### config.mk
export PLATFORM = sky130hd
export DESIGN_NAME = csu_top
export DESIGN_NICKNAME = d
export VERILOG_FILES = /design/src/design/csu_pkg.sv /design/src/design/csu_top.sv /design/src/design/csu_pipe.sv /design/src/design/csr_file.sv /design/src/design/csu_decoder.sv
export SDC_FILE = /design/constraint.sdc
export NUM_CORES = 1
export LEC_CHECK = 0
export ABC_AREA = 1
export BUFFER_PORTS_ARGS = -buffer_cell sky130_fd_sc_hd__buf_4
export CAP_MARGIN = 15
export CORE_MARGIN = 3
export CORE_UTILIZATION = 60
export DETAILED_ROUTE_END_ITERATION = 6
export GPL_ROUTABILITY_DRIVEN = 0
export HOLD_SLACK_MARGIN = 0.1
export PLACE_DENSITY = 0.87
export SYNTH_ARGS = -nofsm -noshare
export SYNTH_HDL_FRONTEND = slang
export SYNTH_SLANG_ARGS = --single-unit
### constraint.sdc
create_clock -name i_clk -period 2.5 [get_ports i_clk]
set_input_delay 0 -clock i_clk [delete_from_list [all_inputs] [get_ports i_clk]]
set_output_delay 0 -clock i_clk [all_outputs]
set_load 0.01 [all_outputs]
### src/design/csu_pkg.sv
`default_nettype none

package csu_pkg;

  localparam int XLEN       = 32;
  localparam int CSR_ADDR_W = 12;

  typedef logic [XLEN-1:0]       xlen_t;
  typedef logic [CSR_ADDR_W-1:0] csr_addr_t;

  // Machine-mode CSR map
  localparam csr_addr_t CSR_MSTATUS  = 12'h300;
  localparam csr_addr_t CSR_MTVEC    = 12'h305;
  localparam csr_addr_t CSR_MSCRATCH = 12'h340;
  localparam csr_addr_t CSR_MEPC     = 12'h341;
  localparam csr_addr_t CSR_MCAUSE   = 12'h342;
  localparam csr_addr_t CSR_MHARTID  = 12'hF14;

  typedef enum logic [1:0] {
    PRIV_U = 2'b00,
    PRIV_S = 2'b01,
    PRIV_M = 2'b11  // Encodings match the spec privilege field
  } priv_t;

  typedef enum logic [2:0] {
    OP_NONE,
    OP_RW,
    OP_RS,
    OP_RC,
    OP_ECALL,
    OP_EBREAK,
    OP_MRET,
    OP_FENCE_I
  } csu_op_t;

  typedef enum logic [3:0] {
    EXC_NONE,
    EXC_SILENT_FLUSH,  // Legal CSR write, younger ops refetched
    EXC_ILLEGAL,
    EXC_ECALL_U,
    EXC_ECALL_S,
    EXC_ECALL_M,
    EXC_BREAKPOINT,
    EXC_MRET,
    EXC_FENCE_I
  } except_t;

endpackage

`default_nettype wire
### src/design/csu_top.sv
`timescale 1ns/10ps
`default_nettype none

module csu_top
  import csu_pkg::*;
#(
  parameter int    TAG_W   = 5,
  parameter xlen_t HART_ID = 32'h0
) (
  input  wire logic        i_clk,
  input  wire logic        i_reset_n,

  input  logic             i_issue_valid,
  input  xlen_t            i_issue_inst,
  input  xlen_t            i_issue_rs1,
  input  logic [TAG_W-1:0] i_issue_tag,
  input  logic             i_issue_rd_en,
  input  priv_t            i_priv,

  output logic             o_done_valid,
  output logic [TAG_W-1:0] o_done_tag,
  output except_t          o_done_except,
  output xlen_t            o_done_tval,
  output logic             o_rd_valid,
  output xlen_t            o_rd_data,
  output logic             o_fence_i,
  output xlen_t            o_mepc
);

  xlen_t     w_dec_inst;
  csu_op_t   w_dec_op;
  logic      w_dec_imm;

  logic      w_csr_rd_en;
  csr_addr_t w_csr_addr;
  logic      w_csr_wr_intent;
  logic      w_csr_wr_en;
  xlen_t     w_csr_wr_data;
  xlen_t     w_csr_rd_data;
  logic      w_csr_error;

  csu_decoder u_csu_decoder (
    .i_inst (w_dec_inst),
    .o_op   (w_dec_op),
    .o_imm  (w_dec_imm)
  );

  csr_file #(
    .HART_ID (HART_ID)
  ) u_csr_file (
    .i_clk       (i_clk),
    .i_reset_n   (i_reset_n),
    .i_rd_en     (w_csr_rd_en),
    .i_addr      (w_csr_addr),
    .i_priv      (i_priv),
    .i_wr_intent (w_csr_wr_intent),
    .o_rd_data   (w_csr_rd_data),
    .o_error     (w_csr_error),
    .i_wr_en     (w_csr_wr_en),
    .i_wr_data   (w_csr_wr_data),
    .o_mepc      (o_mepc)
  );

  csu_pipe #(
    .TAG_W (TAG_W)
  ) u_csu_pipe (
    .i_clk           (i_clk),
    .i_reset_n       (i_reset_n),
    .i_issue_valid   (i_issue_valid),
    .i_issue_inst    (i_issue_inst),
    .i_issue_rs1     (i_issue_rs1),
    .i_issue_tag     (i_issue_tag),
    .i_issue_rd_en   (i_issue_rd_en),
    .i_priv          (i_priv),
    .o_dec_inst      (w_dec_inst),
    .i_dec_op        (w_dec_op),
    .i_dec_imm       (w_dec_imm),
    .o_csr_rd_en     (w_csr_rd_en),
    .o_csr_addr      (w_csr_addr),
    .o_csr_wr_intent (w_csr_wr_intent),
    .o_csr_wr_en     (w_csr_wr_en),
    .o_csr_wr_data   (w_csr_wr_data),
    .i_csr_rd_data   (w_csr_rd_data),
    .i_csr_error     (w_csr_error),
    .o_done_valid    (o_done_valid),
    .o_done_tag      (o_done_tag),
    .o_done_except   (o_done_except),
    .o_done_tval     (o_done_tval),
    .o_rd_valid      (o_rd_valid),
    .o_rd_data       (o_rd_data),
    .o_fence_i       (o_fence_i)
  );

endmodule

`default_nettype wire

### src/design/csu_pipe.sv
`timescale 1ns/10ps
`default_nettype none

module csu_pipe
  import csu_pkg::*;
#(
  parameter int TAG_W = 5
) (
  input  wire logic        i_clk,
  input  wire logic        i_reset_n,

  input  logic             i_issue_valid,
  input  xlen_t            i_issue_inst,
  input  xlen_t            i_issue_rs1,
  input  logic [TAG_W-1:0] i_issue_tag,
  input  logic             i_issue_rd_en,
  input  priv_t            i_priv,

  output xlen_t            o_dec_inst,
  input  csu_op_t          i_dec_op,
  input  logic             i_dec_imm,

  output logic             o_csr_rd_en,
  output csr_addr_t        o_csr_addr,
  output logic             o_csr_wr_intent,
  output logic             o_csr_wr_en,
  output xlen_t            o_csr_wr_data,
  input  xlen_t            i_csr_rd_data,
  input  logic             i_csr_error,

  output logic             o_done_valid,
  output logic [TAG_W-1:0] o_done_tag,
  output except_t          o_done_except,
  output xlen_t            o_done_tval,
  output logic             o_rd_valid,
  output xlen_t            o_rd_data,
  output logic             o_fence_i
);

  logic             r_ex0_valid;
  xlen_t            r_ex0_inst;
  xlen_t            r_ex0_rs1;
  logic [TAG_W-1:0] r_ex0_tag;
  logic             r_ex0_rd_en;

  logic             r_ex1_valid;
  csu_op_t          r_ex1_op;
  logic             r_ex1_imm;
  xlen_t            r_ex1_inst;
  xlen_t            r_ex1_rs1;
  logic [TAG_W-1:0] r_ex1_tag;
  logic             r_ex1_rd_en;

  logic             r_ex2_valid;
  csu_op_t          r_ex2_op;
  xlen_t            r_ex2_inst;
  xlen_t            r_ex2_src;
  logic [TAG_W-1:0] r_ex2_tag;
  logic             r_ex2_rd_en;

  logic             w_ex2_is_csr;
  logic             w_ex2_access;
  logic             w_ex2_wr_intent;
  xlen_t            w_ex2_new_data;
  except_t          w_ex2_except;

  logic             r_ex3_valid;
  logic [TAG_W-1:0] r_ex3_tag;
  except_t          r_ex3_except;
  xlen_t            r_ex3_tval;
  logic             r_ex3_rd_valid;
  xlen_t            r_ex3_rd_data;
  logic             r_ex3_fence_i;

  always_ff @(posedge i_clk, negedge i_reset_n) begin
    if (!i_reset_n) begin
      r_ex0_valid <= 1'b0;
      r_ex1_valid <= 1'b0;
      r_ex2_valid <= 1'b0;
    end else begin
      r_ex0_valid <= i_issue_valid;
      r_ex1_valid <= r_ex0_valid;
      r_ex2_valid <= r_ex1_valid;
    end
  end

  always_ff @(posedge i_clk) begin
    r_ex0_inst  <= i_issue_inst;
    r_ex0_rs1   <= i_issue_rs1;
    r_ex0_tag   <= i_issue_tag;
    r_ex0_rd_en <= i_issue_rd_en;

    r_ex1_op    <= i_dec_op;  // Decoded from the EX0 instruction
    r_ex1_imm   <= i_dec_imm;
    r_ex1_inst  <= r_ex0_inst;
    r_ex1_rs1   <= r_ex0_rs1;
    r_ex1_tag   <= r_ex0_tag;
    r_ex1_rd_en <= r_ex0_rd_en;

    r_ex2_op    <= r_ex1_op;
    r_ex2_inst  <= r_ex1_inst;
    r_ex2_src   <= r_ex1_imm ? {{(XLEN-5){1'b0}}, r_ex1_inst[19:15]} : r_ex1_rs1;
    r_ex2_tag   <= r_ex1_tag;
    r_ex2_rd_en <= r_ex1_rd_en;
  end

  assign o_dec_inst = r_ex0_inst;

  // ----------------------------------------
  // EX2 CSR read-modify-write
  // ----------------------------------------
  assign w_ex2_is_csr    = (r_ex2_op == OP_RW) || (r_ex2_op == OP_RS) || (r_ex2_op == OP_RC);
  assign w_ex2_access    = r_ex2_valid & w_ex2_is_csr;
  // Set or clear with x0 / zero uimm is a pure read
  assign w_ex2_wr_intent = (r_ex2_op == OP_RW) |
                           (w_ex2_is_csr & (r_ex2_inst[19:15] != 5'd0));

  always_comb begin
    case (r_ex2_op)
      OP_RS:   w_ex2_new_data = i_csr_rd_data | r_ex2_src;
      OP_RC:   w_ex2_new_data = i_csr_rd_data & ~r_ex2_src;
      default: w_ex2_new_data = r_ex2_src;
    endcase
  end

  assign o_csr_rd_en     = w_ex2_access;
  assign o_csr_addr      = r_ex2_inst[31:20];
  assign o_csr_wr_intent = w_ex2_wr_intent;
  assign o_csr_wr_en     = w_ex2_access & w_ex2_wr_intent & ~i_csr_error;
  assign o_csr_wr_data   = w_ex2_new_data;

  always_comb begin
    case (r_ex2_op)
      OP_RW, OP_RS, OP_RC: begin
        if (i_csr_error) begin
          w_ex2_except = EXC_ILLEGAL;
        end else if (w_ex2_wr_intent) begin
          w_ex2_except = EXC_SILENT_FLUSH;
        end else begin
          w_ex2_except = EXC_NONE;
        end
      end
      OP_ECALL: begin
        case (i_priv)
          PRIV_U:  w_ex2_except = EXC_ECALL_U;
          PRIV_S:  w_ex2_except = EXC_ECALL_S;
          default: w_ex2_except = EXC_ECALL_M;
        endcase
      end
      OP_EBREAK:  w_ex2_except = EXC_BREAKPOINT;
      OP_MRET:    w_ex2_except = (i_priv == PRIV_M) ? EXC_MRET : EXC_ILLEGAL;
      OP_FENCE_I: w_ex2_except = EXC_FENCE_I;
      default:    w_ex2_except = EXC_ILLEGAL;  // Unknown encoding
    endcase
  end

  // ----------------------------------------
  // EX3 completion
  // ----------------------------------------
  always_ff @(posedge i_clk, negedge i_reset_n) begin
    if (!i_reset_n) begin
      r_ex3_valid    <= 1'b0;
      r_ex3_tag      <= '0;
      r_ex3_except   <= EXC_NONE;
      r_ex3_tval     <= '0;
      r_ex3_rd_valid <= 1'b0;
      r_ex3_rd_data  <= '0;
      r_ex3_fence_i  <= 1'b0;
    end else begin
      r_ex3_valid    <= r_ex2_valid;
      r_ex3_tag      <= r_ex2_tag;
      r_ex3_except   <= w_ex2_except;
      r_ex3_tval     <= (w_ex2_except == EXC_ILLEGAL) ? r_ex2_inst : '0;
      r_ex3_rd_valid <= w_ex2_access & r_ex2_rd_en & ~i_csr_error;
      r_ex3_rd_data  <= i_csr_rd_data;  // Old value
      r_ex3_fence_i  <= r_ex2_valid & (r_ex2_op == OP_FENCE_I);
    end
  end

  assign o_done_valid  = r_ex3_valid;
  assign o_done_tag    = r_ex3_tag;
  assign o_done_except = r_ex3_except;
  assign o_done_tval   = r_ex3_tval;
  assign o_rd_valid    = r_ex3_rd_valid;
  assign o_rd_data     = r_ex3_rd_data;
  assign o_fence_i     = r_ex3_fence_i;

endmodule

`default_nettype wire

### src/design/csr_file.sv
`timescale 1ns/10ps
`default_nettype none

module csr_file
  import csu_pkg::*;
#(
  parameter xlen_t HART_ID = 32'h0
) (
  input  wire logic i_clk,
  input  wire logic i_reset_n,

  input  logic      i_rd_en,
  input  csr_addr_t i_addr,
  input  priv_t     i_priv,
  input  logic      i_wr_intent,
  output xlen_t     o_rd_data,
  output logic      o_error,

  input  logic      i_wr_en,
  input  xlen_t     i_wr_data,

  output xlen_t     o_mepc
);

  localparam xlen_t MSTATUS_MASK = 32'h0000_0088;  // MPIE and MIE

  xlen_t r_mstatus;
  xlen_t r_mtvec;
  xlen_t r_mscratch;
  xlen_t r_mepc;
  xlen_t r_mcause;

  xlen_t w_rd_data;
  logic  w_known;
  logic  w_priv_low;
  logic  w_read_only;

  // ----------------------------------------
  // Address decode and read mux
  // ----------------------------------------
  always_comb begin
    w_known = 1'b1;
    case (i_addr)
      CSR_MSTATUS:  w_rd_data = r_mstatus;
      CSR_MTVEC:    w_rd_data = r_mtvec;
      CSR_MSCRATCH: w_rd_data = r_mscratch;
      CSR_MEPC:     w_rd_data = r_mepc;
      CSR_MCAUSE:   w_rd_data = r_mcause;
      CSR_MHARTID:  w_rd_data = HART_ID;
      default: begin
        w_known   = 1'b0;
        w_rd_data = '0;
      end
    endcase
  end

  assign w_priv_low  = 2'(i_priv) < i_addr[9:8];
  assign w_read_only = (i_addr[11:10] == 2'b11);

  assign o_error   = i_rd_en & (!w_known | w_priv_low | (i_wr_intent & w_read_only));
  assign o_rd_data = w_rd_data;

  // ----------------------------------------
  // Write port, masked per register
  // ----------------------------------------
  always_ff @(posedge i_clk, negedge i_reset_n) begin
    if (!i_reset_n) begin
      r_mstatus  <= '0;
      r_mtvec    <= '0;
      r_mscratch <= '0;
      r_mepc     <= '0;
      r_mcause   <= '0;
    end else if (i_wr_en) begin
      case (i_addr)
        CSR_MSTATUS:  r_mstatus  <= i_wr_data & MSTATUS_MASK;
        CSR_MTVEC:    r_mtvec    <= {i_wr_data[XLEN-1:2], 2'b00};  // Direct mode only
        CSR_MSCRATCH: r_mscratch <= i_wr_data;
        CSR_MEPC:     r_mepc     <= {i_wr_data[XLEN-1:2], 2'b00};
        CSR_MCAUSE:   r_mcause   <= i_wr_data;
        default: ;
      endcase
    end
  end

  assign o_mepc = r_mepc;

endmodule

`default_nettype wire

### src/design/csu_decoder.sv
`timescale 1ns/10ps
`default_nettype none

module csu_decoder
  import csu_pkg::*;
(
  input  xlen_t   i_inst,
  output csu_op_t o_op,
  output logic    o_imm
);

  localparam logic [6:0] OPC_SYSTEM   = 7'b1110011;
  localparam logic [6:0] OPC_MISC_MEM = 7'b0001111;

  logic [6:0]  w_opcode;
  logic [2:0]  w_funct3;
  logic [11:0] w_funct12;
  logic        w_regs_zero;

  assign w_opcode    = i_inst[6:0];
  assign w_funct3    = i_inst[14:12];
  assign w_funct12   = i_inst[31:20];
  assign w_regs_zero = (i_inst[19:15] == 5'd0) && (i_inst[11:7] == 5'd0);

  always_comb begin
    o_op  = OP_NONE;
    o_imm = 1'b0;
    if (w_opcode == OPC_SYSTEM) begin
      case (w_funct3)
        3'b000: begin
          // PRIV group, rs1 and rd must be x0
          if (w_regs_zero) begin
            case (w_funct12)
              12'h000: o_op = OP_ECALL;
              12'h001: o_op = OP_EBREAK;
              12'h302: o_op = OP_MRET;
              default: o_op = OP_NONE;
            endcase
          end
        end
        3'b001, 3'b101: o_op = OP_RW;
        3'b010, 3'b110: o_op = OP_RS;
        3'b011, 3'b111: o_op = OP_RC;
        default:        o_op = OP_NONE;
      endcase
      o_imm = w_funct3[2] & (w_funct3[1:0] != 2'b00);  // CSRR*I
    end else if ((w_opcode == OPC_MISC_MEM) && (w_funct3 == 3'b001)) begin
      o_op = OP_FENCE_I;
    end
  end

endmodule

`default_nettype wire

==> flow_metrics.env, run 1 <==
export IMPL_status="finished, final reports clean"
export IMPL_fin_crit_sh_pct=95.2
export IMPL_h_tree_depth=2
export IMPL_synth_seq_area_share_pct=68.1
export IMPL_synth_cell_area_um2=13900
export IMPL_maxSlewViolCount=0
export IMPL_tritoncts="yes"
export IMPL_yosysTopAreaCell="dfrtp_1"
export IMPL_ir_drop_mv=0.664
export IMPL_multiInputGateArea_um2=3520
export IMPL_ios=183
export IMPL_synth_ff_type="dfxtp_1"
export IMPL_required_ns=2.99
export IMPL_synth_area_leaders="dfrtp_1 37%, dfxtp_1 31%, nand2_1 14%"
export IMPL_finalNonFillerCells=2080
export IMPL_cts_buffers=41
export IMPL_synthCells=1447
export IMPL_synth_edff_count=0
export IMPL_setup_viol=0
export IMPL_ys_warn_count=0
export IMPL_fin_skew_ns=0.0184
export IMPL_cts_sinks=422
export IMPL_fmax_mhz=420
export IMPL_yosysMostFrequentCell="nand2_1"
export IMPL_rows=55
export IMPL_cp_arrival_ns=2.87
export IMPL_clk_latency_ns=0.55
export IMPL_power_mw=14.3
export IMPL_diodes=0
export IMPL_grt_pass1_wl_mm=62.3
export IMPL_critPathCaptureType="register"
export IMPL_core_area_um2=22700
export IMPL_ys_ff_latch=422
export IMPL_nFillCells=1209
export IMPL_synth_commonest_cells="518 x nand2_1, 217 x dfxtp_1, 205 x dfrtp_1, 160 x inv_1, 115 x nor2_1"
export IMPL_antenna_found_initial=0
export IMPL_wl_mm=39.8
export IMPL_drt_first_pass_iters=6
export IMPL_min_path_type="in -> reg"
export IMPL_die_y_um=158
export IMPL_hold_violations=0
export IMPL_placedCellCount=1886
export IMPL_post_route_drc_count=0
export IMPL_clk_pin_slew_worst_paths_ns=0.07
export IMPL_io_buffers=180
export IMPL_routedWlPerCell_um=19.1
export IMPL_post_route_min_period_ns=2.38
export IMPL_seqCellArea_um2=9480
export IMPL_leakage_nw=9.43
export IMPL_grt_pass1_vias=12000
export IMPL_async_reset_ff_share_pct=48.6
export IMPL_cts_root_buf="clkbuf_16"
export IMPL_grt_use_total_pct=32.0
export IMPL_overflow=0
export IMPL_floorplan_initialDensity_pct=61.2
export IMPL_dp_hpwl_mm=21.1
export IMPL_worstPathMaxFanout=28
export IMPL_slew_headroom_pct=41.6
export IMPL_drv_cap=0
export IMPL_critPathKind="reg -> reg"
export IMPL_worst_pin_slew_ns=0.875
export IMPL_ant_nets=0
export IMPL_syn_avg_cell_area_um2=9.61
export IMPL_synthDistinctLibCells=37
export IMPL_area_growth_pct=31.2
export IMPL_drive_gt1_share_pct=18.1
export IMPL_dieWidth_um=158
export IMPL_whs_ns=0.0896
export IMPL_viasPerCell=5.51
export IMPL_die_area_um2=25000
export IMPL_cts_buffer_depth=3
export IMPL_cts_setup_buffers=0
export IMPL_dr_total_vias=11500
export IMPL_num_nets_final=1838
export IMPL_worstSetupStartpointType="register"
export IMPL_grt_max_degree=77
export IMPL_yosysTopAreaCellShare_pct=36.9
export IMPL_first_iter_violations=1275
export IMPL_p_per_area_nw_per_um2=783
==> layer usage <==
| layer | track usage, % | vias up | part of all wire [%] |
|---|---|---|---|
| li1 | - | 5035 | - |
| met1 | 38.1 | 5412 | 35 |
| met2 | 54.0 | 787 | 50 |
| met3 | 7.68 | 219 | 9.2 |
| met4 | 17.3 | 0 | 5.9 |
| met5 | 0 | - | 0 |
==> final timing paths <==
path | to | from | cells past startpoint | slack, ns
max in group asynchronous | u_csu_pipe.r_ex1_valid | i_reset_n | 4 | 1.08
max reg2reg | u_csr_file.o_mepc[20] | u_csu_pipe.r_ex2_inst[24] | 10 | 0.12
min | u_csu_pipe.o_dec_inst[9] | i_issue_inst[9] | 2 | 0.09
min reg2reg | u_csu_pipe.r_ex1_rs1[10] | u_csu_pipe.r_ex0_rs1[10] | 0 | 0.32
min in group asynchronous | u_csu_pipe.o_done_tval[31] | i_reset_n | 3 | 0.59
max | u_csr_file.o_mepc[20] | u_csu_pipe.r_ex2_inst[24] | 10 | 0.12
==> placed cells by master, fill, tap and decap left out, types with 21 or more instances in the layout <==
| cell type | instances |
|---|---|
| nand2_1 | 517 |
| dfxtp_1 | 216 |
| dfrtp_1 | 205 |
| buf_4 | 194 |
| inv_1 | 160 |
| dlygate4sd3_1 | 118 |
| nor2_1 | 114 |
| nand3_1 | 56 |
| clkbuf_16 | 41 |
| o22ai_1 | 21 |
==> final cells by class <==
class                           count  share of cell area (%)
Multi-Input combinational cell    806                    19.3
Tap cell                          285                    1.95
Clock buffer                       62                    6.82
Sequential cell                   422                    51.9
Clock inverter                     14                    1.25
Inverter                          172                    3.55
Timing Repair Buffer              319                    15.2
==> registers in the layout (all words and copies together), names as in the netlist, 2 cells and up <==
register / cells
u_csu_pipe.r_ex2_op: 3
u_csu_pipe.r_ex1_rs1: 32
u_csu_pipe.r_ex2_tag: 5
u_csu_pipe.r_ex1_tag: 5
u_csu_pipe.r_ex2_src: 32
u_csu_pipe.o_done_tval: 32
u_csr_file.r_mtvec: 30
u_csu_pipe.r_ex0_tag: 5
u_csu_pipe.o_done_except: 4
u_csu_pipe.r_ex2_inst: 32
u_csu_pipe.o_done_tag: 5
u_csr_file.r_mscratch: 32
u_csu_pipe.r_ex1_op: 3
u_csr_file.o_mepc: 30
u_csu_pipe.o_dec_inst: 32
u_csu_pipe.r_ex0_rs1: 32
u_csr_file.r_mcause: 32
u_csr_file.r_mstatus: 2
u_csu_pipe.r_ex1_inst: 32
u_csu_pipe.o_rd_data: 32
==> what timing repair did <==
action                                  CTS  global route
resized for setup                         0             7
hold buffers                            117             1
endpoints found under the hold margin   279             1
endpoints found under the setup margin    0            44
==> kinds of logic (layout without fill, tap and decap cells) <==
kind of cell    after synthesis  in the layout  synth area share, %
simple gates                731            731                 21.4
other cells                   1              2               0.0270
mux                           5              5                0.405
fa+ha+maj                     1              1               0.0900
buf+inv                     220            567                 6.81
flops                       422            422                 68.1
compound gates               67             67                 3.14
==> report_power, final <==
| group | internal (mW) | total (mW) | switching [mW] |
|---|---|---|---|
| Sequential | 7.00 | 7.09 | 0.0985 |
| Combinational | 0.297 | 0.584 | 0.287 |
| Clock | 3.90 | 6.60 | 2.69 |
==> through the flow <==
step	cell area, um2	setup TNS [ns]	setup slack, ns	utilization, %
floorplan	13900	0	0.831	-
global placement	15600	0	0.339	68.5
detailed placement	15600	0	0.197	68.5
CTS	18200	0	0.0890	80.1
global route	18200	-0.0999	-0.0926	80.3
finish	18200	0	0.120	80.3
==> worst max-delay path: stages (launching register included) <==
cell,delay [ns]
dfxtp_1,0.33
nor2_1,0.20
nand3_1,0.13
nor2_2,0.17
buf_4,0.34
nand2_2,0.23
o22ai_1,0.23
nor2_1,0.10
o22ai_1,0.37
nand2_1,0.10
nand2_1,0.11
Note: power is estimated with default switching activity, not from simulation.
==> inputs of run 2 (changes only) <==
==> constraint.sdc (replaced) <==
create_clock -name i_clk -period 2.5 [get_ports i_clk]
set_input_delay 0.25 -clock i_clk [delete_from_list [all_inputs] [get_ports i_clk]]
set_output_delay 0.25 -clock i_clk [all_outputs]
set_load 0.01 [all_outputs]
==> run 2 against run 1 <==
  * Utilization is 2.3 points lower
  * Maximum frequency is 1.3% higher
  * Sequential share of layout area is 1.5 points higher
  * Non-clock buffer count is 44 lower
  * Worst hold slack better by 0.16 ns
  * Clock-buffer cell count is 1 higher
  * Via count is 4.9% lower
  * First-iteration DRC count is 8.5% lower
  * Critical path depth is 3 higher
  * Global-route usage is 2.8 points lower
==> flow_metrics.env, run 2 (synthesized netlist as in run 1, its figures left out) <==
export IMPL_cts_sinks=422
export IMPL_placedCellCount=1885
export IMPL_clk_latency_ns=0.54
export IMPL_wl_mm=36.7
export IMPL_grt_pass1_wl_mm=57.2
export IMPL_h_tree_depth=2
export IMPL_floorplan_initialDensity_pct=61.2
export IMPL_placed_area_um2=15500
export IMPL_worstSetupStartpointType="register"
export IMPL_hold_violations=0
export IMPL_grt_use_total_pct=29.2
export IMPL_required_ns=2.97
export IMPL_area_growth_pct=27.5
export IMPL_cts_setup_buffers=0
export IMPL_min_path_type="in -> reg"
export IMPL_cts_root_buf="clkbuf_16"
export IMPL_routedWlPerCell_um=18.0
export IMPL_use_met2_pct=49.5
export IMPL_drv_cap=0
export IMPL_p_per_area_nw_per_um2=783
export IMPL_layout_commonest_cell="nand2_1"
export IMPL_grt_busiest_layer="met2"
export IMPL_clk_pin_slew_worst_paths_ns=0.07
export IMPL_overflow=0
export IMPL_leakage_nw=9.22
export IMPL_ant_nets=0
export IMPL_worst_pin_slew_ns=0.901
export IMPL_intPower_mw=10.9
export IMPL_final_cell_mix="517 x nand2_1, 217 x dfxtp_1, 205 x dfrtp_1"
export IMPL_use_met1_pct=34.9
export IMPL_fmax_mhz=426
export IMPL_core_area_um2=22700
export IMPL_viasPerCell=5.35
export IMPL_grt_pass1_vias=11100
export IMPL_status="finished, final reports clean"
export IMPL_drive_gt1_share_pct=18.0
export IMPL_ir_drop_mv=0.907
export IMPL_cts_buffer_depth=3
export IMPL_critPathKind="reg -> reg"
export IMPL_slew_headroom_pct=39.8
export IMPL_p_seq_share_pct=51.1
export IMPL_setup_tns_ns=0
export IMPL_die_y_um=158
export IMPL_critPathCaptureType="register"
export IMPL_post_route_min_period_ns=2.35
export IMPL_tritoncts="yes"
export IMPL_cts_buffers=41
export IMPL_dieWidth_um=158
export IMPL_die_area_um2=25000
export IMPL_antenna_found_initial=1
export IMPL_drt_first_pass_iters=5
export IMPL_worstPathMaxFanout=30
export IMPL_io_buffers=180
export IMPL_grt_max_degree=69
export IMPL_finalNonFillerCells=2037
export IMPL_pwr_share_clk_pct=45.2
export IMPL_post_route_drc_count=0
export IMPL_rows=55
export IMPL_dp_hpwl_mm=21.1
export IMPL_fin_skew_ns=0.0159
export IMPL_fin_crit_sh_pct=94.0
export IMPL_met3_usage_pct=7.63
export IMPL_ios=183
export IMPL_rsz0062_at_grt="no"
export IMPL_p_sw_mw=2.95
export IMPL_p_comb_share_pct=3.8
export IMPL_p_sw_share_pct=21.2
export IMPL_num_nets_final=1794
export IMPL_fin_area_um2=17700
export IMPL_cp_arrival_ns=2.82
export IMPL_maxSlewViolCount=0
export IMPL_setup_viol=0
export IMPL_first_iter_violations=1166
export IMPL_dr_total_vias=10900
run 2: stage by stage:
step	total power [mW]	utilization [%]	hold slack, ns	setup WS [ns]
floorplan	7.34	-	-0.0456	0.831
global placement	7.61	68.5	0.307	0.405
detailed placement	7.63	68.5	0.310	0.311
CTS	13.9	77.9	0.177	0.169
global route	14.3	78.0	0.281	0.0276
finish	13.9	78.0	0.247	0.151
run 2: worst paths after layout:
check	from	to	slack, ns	cells past startpoint
min in group asynchronous	i_reset_n	u_csu_pipe.o_rd_data[9]	0.30	2
min reg2reg	u_csu_pipe.r_ex1_inst[9]	u_csu_pipe.r_ex2_inst[9]	0.32	0
max reg2reg	u_csu_pipe.r_ex2_op[0]	u_csr_file.o_mepc[20]	0.15	13
min	i_priv[1]	u_csu_pipe.o_done_except[0]	0.25	5
max	u_csu_pipe.r_ex2_op[0]	u_csr_file.o_mepc[20]	0.15	13
max in group asynchronous	i_reset_n	u_csu_pipe.o_done_tag[1]	1.46	3
run 2: metal layers:
layer  wire, um  up-vias
li1           -     4954
met1      13500     5165
met2      18400      628
met3       3240      142
met4       1580        0
met5          0        -
run 2: repair_timing:
action                                  in CTS  in global routing
endpoints found under the setup margin       0                 16
hold endpoints to repair                   137                  0
gates resized for setup                      0                  4
hold buffers                                75                  0
run 2: layout make-up:
cell class                 instances  area [um2]
antenna                            1        2.50
tap                              285         357
inverter                         172         648
multi-input combinational        806        3510
clock inverter                    13         148
sequential                       422        9470
clock buffer                      63        1250
fill                            1290        4990
timing repair buffer             275        2330
run 2: power by group through the flow:
| stage | sequential [mW] | combinational, mW | clock [mW] |
|---|---|---|---|
| after detailed placement | 7.22 | 0.416 | 0 |
| after global placement | 7.21 | 0.404 | 0 |
| after CTS | 7.08 | 0.515 | 6.30 |
| final | 7.09 | 0.521 | 6.27 |
| after floorplan | 7.21 | 0.129 | 0 |
| after global routing | 7.10 | 0.572 | 6.61 |
run 2: worst max-delay path, stage by stage, from the launching register on:
cell and delay [ns]:
dfxtp_1 0.42, nor2_1 0.12, nor2_1 0.24, nand2_1 0.16, o21ai_0 0.16, inv_1 0.07
nand2_2 0.10, nand2_4 0.08, nand2_4 0.14, inv_4 0.09, nand2_2 0.06, buf_4 0.38
nand2_1 0.13, nand2_1 0.12
==> inputs of run 3 (changes only) <==
--- a/config.mk
+++ b/config.mk
@@ -8,12 +8,14 @@
 export ABC_AREA = 1
 export BUFFER_PORTS_ARGS = -buffer_cell sky130_fd_sc_hd__buf_4
 export CAP_MARGIN = 15
+export CELL_PAD_IN_SITES_DETAIL_PLACEMENT = 0
+export CELL_PAD_IN_SITES_GLOBAL_PLACEMENT = 1
 export CORE_MARGIN = 3
-export CORE_UTILIZATION = 60
+export CORE_UTILIZATION = 47
 export DETAILED_ROUTE_END_ITERATION = 6
 export GPL_ROUTABILITY_DRIVEN = 0
 export HOLD_SLACK_MARGIN = 0.1
-export PLACE_DENSITY = 0.87
+export PLACE_DENSITY = 0.88
 export SYNTH_ARGS = -nofsm -noshare
 export SYNTH_HDL_FRONTEND = slang
 export SYNTH_SLANG_ARGS = --single-unit
==> run 3 against run 2 <==
  * Worst hold slack lost 0.050 ns
  * Global-route usage shrank 7.6 points
  * Die area up 27%
  * Combinational power fell by 3%
  * Total power grew 0.60%
  * Routed wire length fell by 7.3%
==> flow_metrics.env, run 3 (synthesized netlist as in run 1, its figures left out) <==
export IMPL_first_iter_violations=772
export IMPL_intPower_mw=11.0
export IMPL_worstHoldStart="i_priv[1]"
export IMPL_maxSlewViolCount=0
export IMPL_p_comb_share_pct=3.6
export IMPL_dr_total_vias=10100
export IMPL_required_ns=2.98
export IMPL_status="finished, final reports clean"
export IMPL_nFillCells=2343
export IMPL_hold_violations=0
export IMPL_fin_area_um2=17900
export IMPL_worst_pin_slew_ns=0.635
export IMPL_ctsResizeCount=0
export IMPL_routedWlPerCell_um=15.9
export IMPL_utilization_pct=61.9
export IMPL_overflow=0
export IMPL_cts_buffers=42
export IMPL_final_cell_mix="518 x nand2_1, 217 x dfxtp_1, 205 x buf_4, 205 x dfrtp_1, 160 x inv_1"
export IMPL_die_area_um2=31700
export IMPL_setup_tns_ns=0
export IMPL_setup_viol=0
export IMPL_leakage_nw=9.26
export IMPL_tritoncts="yes"
export IMPL_pwr_share_clk_pct=45.7
export IMPL_whs_ns=0.197
export IMPL_dp_hpwl_mm=21.5
export IMPL_worstPathMaxFanout=6
export IMPL_p_per_area_nw_per_um2=780
export IMPL_antenna_found_initial=1
export IMPL_grt_pass1_vias=10100
export IMPL_min_path_type="in -> reg"
export IMPL_placedCellCount=1994
export IMPL_ir_drop_mv=0.645
export IMPL_p_seq_share_pct=50.7
export IMPL_io_buffers=180
export IMPL_cts_root_buf="clkbuf_16"
export IMPL_clk_pin_slew_worst_paths_ns=0.06
export IMPL_clk_latency_ns=0.54
export IMPL_rsz0062_at_grt="no"
export IMPL_drv_cap=0
export IMPL_finalNonFillerCells=2147
export IMPL_ant_nets=0
export IMPL_core_area_um2=28900
export IMPL_drive_gt1_share_pct=18.3
export IMPL_floorplan_initialDensity_pct=48.0
export IMPL_rows=62
export IMPL_crit_path_start="u_csu_pipe.r_ex2_op[2]"
export IMPL_ios=183
export IMPL_r2r_start="u_csu_pipe.r_ex2_op[2]"
export IMPL_post_route_min_period_ns=2.22
export IMPL_viasPerCell=4.70
export IMPL_area_growth_pct=28.8
export IMPL_placed_area_um2=15700
export IMPL_fmax_mhz=450
export IMPL_fin_skew_ns=0.0118
export IMPL_dieWidth_um=178
export IMPL_fin_crit_sh_pct=88.8
export IMPL_drt_first_pass_iters=5
export IMPL_critPathCaptureType="register"
export IMPL_slew_headroom_pct=57.7
export IMPL_grt_use_total_pct=21.6
export IMPL_post_route_drc_count=0
export IMPL_cp_arrival_ns=2.70
export IMPL_grt_max_degree=71
export IMPL_num_nets_final=1805
export IMPL_p_sw_mw=2.95
export IMPL_die_y_um=178
export IMPL_p_sw_share_pct=21.1
export IMPL_cts_buffer_depth=3
export IMPL_grt_pass1_wl_mm=53.6
export IMPL_h_tree_depth=2
export IMPL_cts_setup_buffers=0
export IMPL_wl_mm=34.1
export IMPL_worstSetupStartpointType="register"
export IMPL_critPathKind="reg -> reg"
export IMPL_layout_commonest_cell="nand2_1"
export IMPL_cts_sinks=422
run 3: cell count changes in the layout (fill, tap and decap cells not counted), sizes merged:
cell,before,now
bufinv,2,3
clkinv,9,8
inv,173,175
clkbuf,64,63
buf,199,209
run 3: critical path, stage by stage (launching register included):
cell and delay (ns):
dfxtp_1 0.46, inv_1 0.11, nor3_1 0.18, nand3_1 0.16, dlygate4sd3_1 0.61, nand3_1 0.08
dlygate4sd3_1 0.55
run 3: repair_timing:
action / 4_1_cts / 5_1_grt
hold buffers: 75 / 0
hold endpoints to repair: 138 / 0
setup endpoints to repair: 0 / 0
run 3: cell type report:
type                    instances  area, um2  share of cell area, %
well taps                     384        480                   2.68
inverters                     172        648                   3.62
clock buffers                  62       1230                   6.86
repair buffers                285       2380                   13.3
multi-input cells             806       3490                   19.5
diodes                          1       2.50                 0.0140
clock inverters                15        199                   1.11
flip-flops and latches        422       9470                   52.9
run 3: layer usage:
layer / vias to the layer above / wire (um) / track usage (%)
met5: - / 0 / 0
met4: 0 / 899 / 7.00
met3: 67 / 2110 / 4.11
met2: 300 / 16500 / 36.5
met1: 4765 / 14500 / 28.1
li1: 4960 / - / -
run 3: per-stage QoR:
step | setup slack, ns | power, mW
after floorplan | 0.831 | 7.34
after global placement | 0.414 | 7.62
after detailed placement | 0.363 | 7.63
after CTS | 0.338 | 14.1
after global routing | 0.0863 | 14.5
final | 0.280 | 14.0
run 3: worst paths after layout:
kind | endpoint | slack (ns) | depth (start not counted)
max reg2reg | u_csu_pipe.o_done_except[2] | 0.28 | 6
min reg2reg | u_csu_pipe.r_ex2_inst[1] | 0.32 | 0
max | u_csu_pipe.o_done_except[2] | 0.28 | 6
max in group asynchronous | u_csu_pipe.o_rd_data[10] | 1.41 | 3
min in group asynchronous | u_csu_pipe.o_done_tval[24] | 0.30 | 2
min | u_csu_pipe.o_done_except[1] | 0.20 | 4
run 3: power by group through the flow:
stage | Sequential [mW] | Clock [mW] | Combinational [mW]
global route | 7.09 | 6.80 | 0.561
CTS | 7.08 | 6.51 | 0.513
finish | 7.08 | 6.38 | 0.506
floorplan | 7.21 | 0 | 0.129
detailed placement | 7.21 | 0 | 0.419
global placement | 7.20 | 0 | 0.413
